===== config.mk =====
export PLATFORM = sky130hd
export DESIGN_NAME = lpi_axi_bridge
export DESIGN_NICKNAME = d
export VERILOG_FILES = /design/src/axi_bridge_pkg.sv /design/src/txn_track_if.sv /design/src/axi_req_issuer.sv /design/src/axi_resp_merger.sv /design/src/lpi_axi_bridge.sv /design/src/outstanding_tracker.sv
export SDC_FILE = /design/constraint.sdc
export NUM_CORES = 1
export LEC_CHECK = 0
export BUFFER_PORTS_ARGS = -buffer_cell sky130_fd_sc_hd__buf_2
export CORE_AREA = 4 4 100 102
export DETAILED_ROUTE_END_ITERATION = 8
export DIE_AREA = 0 0 104 106
export SYNTH_ARGS = -nofsm -noshare
export SYNTH_HDL_FRONTEND = slang
export SYNTH_HIERARCHICAL = 1
export SYNTH_SLANG_ARGS = --single-unit

===== constraint.sdc =====
create_clock -name rvx_port_26 -period 1.9 [get_ports rvx_port_26]
set_input_delay 0.38 -clock rvx_port_26 [delete_from_list [all_inputs] [get_ports rvx_port_26]]
set_output_delay 0.38 -clock rvx_port_26 [all_outputs]
set_load 0.02 [all_outputs]

===== src/axi_bridge_pkg.sv =====
// ******************************
// Shared widths, vector types and
// state encodings of the request
// to AXI bridge
// ******************************

package axi_bridge_pkg;

	// ******************************
	// Widths and limits
	// ******************************

	localparam int ADDR_WIDTH = 32;
	localparam int DATA_WIDTH = 32;
	localparam int STRB_WIDTH = DATA_WIDTH / 8;

	// Transactions allowed in flight at once
	localparam int MAX_OUTSTANDING = 4;

	// Count holds 0 up to MAX_OUTSTANDING inclusive
	localparam int CNT_WIDTH = $clog2(MAX_OUTSTANDING + 1);

	// ******************************
	// Vector types
	// ******************************

	typedef logic [ADDR_WIDTH-1:0] addr_t;
	typedef logic [DATA_WIDTH-1:0] data_t;
	typedef logic [STRB_WIDTH-1:0] strb_t;

	// AXI AxSIZE encoding, bytes = 2**size
	typedef logic [2:0] size_t;

	// AXI response code, OKAY = 0, SLVERR = 2
	typedef logic [1:0] resp_t;

	typedef logic [CNT_WIDTH-1:0] cnt_t;

	// ******************************
	// State encodings
	// ******************************

	// Common direction of everything in flight
	typedef enum logic [1:0]
	{
		DIR_IDLE  = 2'd0,
		DIR_READ  = 2'd1,
		DIR_WRITE = 2'd2
	} track_dir_e;

	// Write sequencing, address phase then data phase
	typedef enum logic
	{
		PHASE_ADDR = 1'b0,
		PHASE_DATA = 1'b1
	} wr_phase_e;

endpackage


===== src/txn_track_if.sv =====
// ******************************
// Transaction tracking bundle
// between issuer, tracker and
// response merger
// ******************************

`timescale 1ns/100ps

interface txn_track_if
	import axi_bridge_pkg::*;
();

	// Handshake events, one cycle each
	logic aw_fire;
	logic ar_fire;
	logic b_fire;
	logic r_fire;

	// Issue permissions and current direction
	logic allow_write;
	logic allow_read;
	track_dir_e dir;

	modport issuer (output aw_fire, output ar_fire, input allow_write, input allow_read);

	modport merger (output b_fire, output r_fire, input dir);

	modport tracker (
		input aw_fire, input ar_fire, input b_fire, input r_fire,
		output allow_write, output allow_read, output dir
	);

endinterface


===== src/axi_req_issuer.sv =====
// ******************************
// Request issuer
// Drives AW, W and AR from the
// request port, sequences the
// write address and data phases
// ******************************

`timescale 1ns/100ps

module axi_req_issuer
	import axi_bridge_pkg::*;
(
	input  logic rvx_port_26,
	input  logic rvx_port_27,

	// Request port
	input  logic req_valid,
	input  logic req_write,
	input  addr_t req_addr,
	input  size_t req_size,
	input  strb_t req_strb,
	input  data_t req_wdata,
	output logic req_ready,

	// Tracking bundle
	txn_track_if.issuer track,

	// AXI write address
	output addr_t awaddr,
	output size_t awsize,
	output logic awvalid,
	input  logic awready,

	// AXI write data
	output data_t wdata,
	output strb_t wstrb,
	output logic wvalid,
	input  logic wready,

	// AXI read address
	output addr_t araddr,
	output size_t arsize,
	output logic arvalid,
	input  logic arready
);

	wr_phase_e wr_phase;
	logic aw_fire;
	logic w_fire;
	logic ar_fire;

	// ******************************
	// Channel valids
	// ******************************

	// AW only in the address phase and only with the tracker's consent
	assign awvalid = req_valid & req_write & track.allow_write & (wr_phase == PHASE_ADDR);

	// W follows once the address has been taken
	assign wvalid = req_valid & req_write & (wr_phase == PHASE_DATA);

	assign arvalid = req_valid & ~req_write & track.allow_read;

	assign aw_fire = awvalid & awready;
	assign w_fire = wvalid & wready;
	assign ar_fire = arvalid & arready;

	// Payloads follow the held request fields
	assign awaddr = req_addr;
	assign awsize = req_size;
	assign wdata = req_wdata;
	assign wstrb = req_strb;
	assign araddr = req_addr;
	assign arsize = req_size;

	// A write is taken on its data beat, a read on its address
	assign req_ready = req_write ? w_fire : ar_fire;

	assign track.aw_fire = aw_fire;
	assign track.ar_fire = ar_fire;

	// ******************************
	// Write phase register
	// ******************************

	always_ff @(posedge rvx_port_26 or negedge rvx_port_27)
	begin
		if (!rvx_port_27)
			wr_phase <= PHASE_ADDR;
		else if (aw_fire)
			wr_phase <= PHASE_DATA;
		else if (w_fire)
			wr_phase <= PHASE_ADDR;
	end

endmodule


===== src/axi_resp_merger.sv =====
// ******************************
// Response merger
// Folds B and R into the single
// response port
// ******************************

`timescale 1ns/100ps

module axi_resp_merger
	import axi_bridge_pkg::*;
(
	txn_track_if.merger track,

	// AXI write response
	input  resp_t bresp,
	input  logic bvalid,
	output logic bready,

	// AXI read data
	input  data_t rdata,
	input  resp_t rresp,
	input  logic rvalid,
	output logic rready,

	// Response port
	output logic resp_valid,
	output logic resp_write,
	output resp_t resp_code,
	output data_t resp_data,
	input  logic resp_ready
);

	logic dir_write;
	logic dir_read;
	logic b_pend;
	logic r_pend;

	assign dir_write = (track.dir == DIR_WRITE);
	assign dir_read = (track.dir == DIR_READ);

	// Only the channel matching the in-flight direction can be pending
	assign b_pend = bvalid & dir_write;
	assign r_pend = rvalid & dir_read;

	// ******************************
	// Response port
	// ******************************

	assign resp_valid = b_pend | r_pend;
	assign resp_write = b_pend;
	assign resp_code = b_pend ? bresp : rresp;

	// Writes carry no data back
	assign resp_data = r_pend ? rdata : '0;

	// Back-pressure goes to the expected channel only
	assign bready = resp_ready & dir_write;
	assign rready = resp_ready & dir_read;

	assign track.b_fire = bvalid & bready;
	assign track.r_fire = rvalid & rready;

endmodule


===== src/lpi_axi_bridge.sv =====
// ******************************
// Request port to AXI master
// bridge, top level
// ******************************

`timescale 1ns/100ps

module lpi_axi_bridge
	import axi_bridge_pkg::*;
(
	input  logic rvx_port_26,
	input  logic rvx_port_27,

	// Request port
	input  logic req_valid,
	input  logic req_write,
	input  addr_t req_addr,
	input  size_t req_size,
	input  strb_t req_strb,
	input  data_t req_wdata,
	output logic req_ready,

	// Response port
	output logic resp_valid,
	output logic resp_write,
	output resp_t resp_code,
	output data_t resp_data,
	input  logic resp_ready,

	// AXI AW and W
	output addr_t awaddr,
	output size_t awsize,
	output logic awvalid,
	input  logic awready,
	output data_t wdata,
	output strb_t wstrb,
	output logic wvalid,
	input  logic wready,

	// AXI B
	input  resp_t bresp,
	input  logic bvalid,
	output logic bready,

	// AXI AR and R
	output addr_t araddr,
	output size_t arsize,
	output logic arvalid,
	input  logic arready,
	input  data_t rdata,
	input  resp_t rresp,
	input  logic rvalid,
	output logic rready
);

	txn_track_if track_if ();

	axi_req_issuer issuer_i (
		.rvx_port_26 (rvx_port_26), .rvx_port_27 (rvx_port_27),
		.req_valid   (req_valid), .req_write (req_write), .req_addr (req_addr),
		.req_size    (req_size), .req_strb (req_strb), .req_wdata (req_wdata),
		.req_ready   (req_ready), .track (track_if.issuer),
		.awaddr (awaddr), .awsize (awsize), .awvalid (awvalid), .awready (awready),
		.wdata  (wdata), .wstrb (wstrb), .wvalid (wvalid), .wready (wready),
		.araddr (araddr), .arsize (arsize), .arvalid (arvalid), .arready (arready)
	);

	outstanding_tracker tracker_i (
		.rvx_port_26 (rvx_port_26), .rvx_port_27 (rvx_port_27),
		.track       (track_if.tracker)
	);

	axi_resp_merger merger_i (
		.track (track_if.merger),
		.bresp (bresp), .bvalid (bvalid), .bready (bready),
		.rdata (rdata), .rresp (rresp), .rvalid (rvalid), .rready (rready),
		.resp_valid (resp_valid), .resp_write (resp_write), .resp_code (resp_code),
		.resp_data  (resp_data), .resp_ready (resp_ready)
	);

endmodule


===== src/outstanding_tracker.sv =====
// ******************************
// Outstanding transaction tracker
// In-flight counter, common
// direction and issue permissions
// ******************************

`timescale 1ns/100ps

module outstanding_tracker
	import axi_bridge_pkg::*;
(
	input  logic rvx_port_26,
	input  logic rvx_port_27,
	txn_track_if.tracker track
);

	cnt_t count;
	track_dir_e dir;
	logic cnt_up;
	logic cnt_down;
	logic cnt_zero;
	logic cnt_full;

	assign cnt_up = track.aw_fire | track.ar_fire;
	assign cnt_down = track.b_fire | track.r_fire;

	assign cnt_zero = (count == '0);
	assign cnt_full = (count >= cnt_t'(MAX_OUTSTANDING));

	// ******************************
	// Counter and direction
	// ******************************

	always_ff @(posedge rvx_port_26 or negedge rvx_port_27)
	begin
		if (!rvx_port_27)
			count <= '0;
		else if (cnt_up & ~cnt_down)
			count <= count + cnt_t'(1);
		else if (cnt_down & ~cnt_up)
			count <= count - cnt_t'(1);
	end

	always_ff @(posedge rvx_port_26 or negedge rvx_port_27)
	begin
		if (!rvx_port_27)
			dir <= DIR_IDLE;
		else if (cnt_zero & cnt_up)
			dir <= track.aw_fire ? DIR_WRITE : DIR_READ;
		// Last one out returns the tracker to idle
		else if (cnt_down & ~cnt_up & (count == cnt_t'(1)))
			dir <= DIR_IDLE;
	end

	// ******************************
	// Issue permissions
	// ******************************

	// Same direction may keep issuing until the cap, the other waits for drain
	assign track.allow_read = cnt_zero | ((dir == DIR_READ) & ~cnt_full);
	assign track.allow_write = cnt_zero | ((dir == DIR_WRITE) & ~cnt_full);

	assign track.dir = dir;

endmodule


==> flow_summary.json <==
{
  "io_pins": 265,
  "portBuffers": 87,
  "vias": 1140,
  "drt_first_iter_violations": 19,
  "power_density_nw_per_um2": 1030,
  "syn_avg_cell_area_sq_um": 8.12,
  "ant_nets": 0,
  "dp_hpwl_um": 3110,
  "synth_mux_area_frac": 0.0198,
  "cts_sinks": 6,
  "grt_max_degree": 34,
  "timing.final.crit_share": 0.996,
  "clk_path_buf_depth": 2,
  "fin_util": 0.184,
  "route.detailed.drc": 0,
  "overflow": 0,
  "arrival_ps": 2000,
  "cts_tree": "yes",
  "busiest_layer": "met2",
  "num_rows": 35,
  "place.gp.congestion": 0.748,
  "drive_above_1_share": 0.734,
  "drv_cap": 0,
  "die_area_sq_um": 11000,
  "ff2ff_setup_slack_ps": 7,
  "routedWlPerCell_um": 12.2,
  "synth_common_cells": "106 x buf_4, 20 x and2_4, 14 x and2_1",
  "synth_top_cell_by_area": "buf_4",
  "hold_path_depth": 2,
  "numCtsBuffers": 3,
  "status": "complete, no violations",
  "place_area_sq_um": 1480,
  "synth_area_leaders": "buf_4 49%, and2_4 11%, dfrtp_1 9.2%",
  "syn2layout_area_growth_pct": 1.91,
  "hold_class": "in -> reg",
  "synth_cells": 202,
  "syn_area_sq_um": 1640,
  "diodes": 0,
  "grt_pass1_vias": 1150,
  "holdCritStartpoint": "wready",
  "worstMarginPinSlew_ps": 171,
  "endpoint_kind": "flip-flop",
  "synth_seq_cells": 6,
  "r2r_end": "tracker_i/track.dir[1]$_DFFE_PN0P_",
  "cts-root-buf": "clkbuf_8",
  "routed_wirelength_um": 3840,
  "grt.total_usage": 0.0627,
  "rr_worst_depth": 10,
  "core_area_sq_um": 9110,
  "min_to": "issuer_i/wr_phase$_DFFE_PN0P_",
  "rsz0062_at_grt": "true",
  "synth_xor_area_frac": 0.0107,
  "ir_worst_vdd_v": 0.000546,
  "path_class": "reg -> reg",
  "setup_tns_ps": 0,
  "fin_total_pwr_w": 0.00172,
  "crit_required_ps": 2010,
  "clk_pin_slew_ps": 40,
  "finalMaxSlewViolations": 0,
  "clk_latency_ps": 220,
  "start_kind": "flip-flop",
  "drt_pass1_iterations": 3,
  "final-hold-violation-count": 0,
  "fmaxAchievable_mhz": 528,
  "yosys.area_share.simple": 0.253,
  "yosysTopAreaCellShare": 0.485,
  "htreeDepth": 1,
  "grt_antenna_before_repair": 0,
  "final.fill_count": 1022,
  "setup_violations": 0,
  "die_h_um": 106,
  "p_leak_nw": 0.931,
  "maxSlewHeadroom": 0.885,
  "syn-num-nets": 326,
  "grt_util_met2": 0.0877,
  "yosysSeqAreaShare": 0.0915,
  "final_cells": 314,
  "fin_nets": 329,
  "synthAdderAreaFrac": 0.0534,
  "ys_types": 31,
  "synth_top_family_by_area": "buffers and inverters",
  "synth_most_common_cell": "buf_4",
  "synth_ff_type": "dfrtp_1",
  "dp.cells": 301,
  "initial_core_util": 0.180,
  "detail_route.vias_per_cell": 3.63,
  "r2r-start": "tracker_i/count[0]$_DFFE_PN0P_",
  "finClkSkew_ps": 3.65,
  "synth_compound_area_frac": 0.0473,
  "ys_warn_count": 6,
  "grt_use_met3": 0.0619,
  "fin_crit_ps": 1890,
  "design_area_sq_um": 1670,
  "ys_async_sr_fraction": 1.00,
  "path_max_fanout": 4,
  "die_width_um": 104,
  "grt_use_met1": 0.0615,
  "grt_pass1_wl_um": 5660,
  "synth_edf_count": 0
}
==> worst max path at each step <==
| stage | startpoint | to | slack (ps) |
|---|---|---|---|
| 6_report | tracker_i/count[0]$_DFFE_PN0P_ | tracker_i/track.dir[1]$_DFFE_PN0P_ | 7 |
| 5_1_grt | tracker_i/count[1]$_DFFE_PN0P_ | tracker_i/count[2]$_DFFE_PN0P_ | -130 |
| 4_1_cts | tracker_i/count[1]$_DFFE_PN0P_ | tracker_i/count[2]$_DFFE_PN0P_ | -10 |
| 3_5_place_dp | tracker_i/count[0]$_DFFE_PN0P_ | tracker_i/count[2]$_DFFE_PN0P_ | -70 |
| 3_3_place_gp | tracker_i/count[0]$_DFFE_PN0P_ | tracker_i/count[2]$_DFFE_PN0P_ | -4 |
| 2_1_floorplan | tracker_i/count[0]$_DFFE_PN0P_ | tracker_i/count[2]$_DFFE_PN0P_ | -30 |
==> where the power goes <==
group | internal, W | switching [W] | leakage, nW
logic | 0.000662 | 0.000588 | 0.837
clock network | 0.000136 | 0.0000555 | 0.0216
registers | 0.000192 | 0.0000820 | 0.0719
==> logic make-up (layout without fill, tap and decap cells) <==
logic type	count (synthesis)	in the layout
and+or+nand+nor	56	56
muxes	3	3
DFF	6	6
buffers and inverters	117	118
adders and majority gates	7	7
xor gates and xnor gates	2	2
AOI/OAI and AO/OA	11	11
==> layout by cell type (no fill, tap or decap), types with 3 or more instances in the layout <==
cell type	synthesis	routed
and2_1	14	14
and2_4	20	20
and3b_1	3	3
buf_2	0	80
buf_4	106	25
clkbuf_8	0	3
dfrtp_1	6	4
ha_1	7	5
inv_1	8	5
inv_2	0	3
nand3b_1	3	3
==> per-layer routing <==
metal | part of all wire | vias up | wire (um)
met1 | 0.33 | 482 | 1250
li1 | - | 532 | -
met4 | 0.033 | 0 | 128
met3 | 0.20 | 17 | 757
met2 | 0.44 | 109 | 1700
met5 | 0 | - | 0
==> metrics by stage <==
step | setup WS [ps] | hold slack [ps]
global route | -125 | 429
CTS | -12.7 | 392
finish | 7.32 | 396
floorplan | -32.3 | 84.4
global placement | -4.00 | 217
detailed placement | -70.6 | 217
==> layout make-up <==
class                      count  area [sq um]  area share
clock buffer                   3          41.3      0.0247
inverter                       8          30.0      0.0180
multi-input combinational     79           691       0.413
sequential                     6           153      0.0913
tap                          111           139      0.0831
timing repair buffer         107           618       0.370
==> repair_timing <==
| item | 4_1_cts | 5_1_grt |
|---|---|---|
| hold endpoints to repair | 6 | 0 |
| endpoints found under the setup margin | 40 | 39 |
| gates resized for setup | 8 | 16 |
| pin swaps | 5 | 9 |
| hold buffers | 1 | 0 |
| setup buffers | 3 | 6 |
==> critical path, cell delays in order (launching register included) <==
cell	delay, ps
dfrtp_1	350
inv_2	60
ha_4	170
a21oi_4	110
nor2_2	50
and4b_1	200
or2_4	260
inv_1	60
ha_1	140
nand3b_1	100
a32o_1	270
==> flip-flops by register name, indices dropped and copies added (netlist names) <==
signal,flops
tracker_i/track.dir,2
issuer_i/wr_phase,1
tracker_i/count,3
Power figures use the tool's default switching activity.
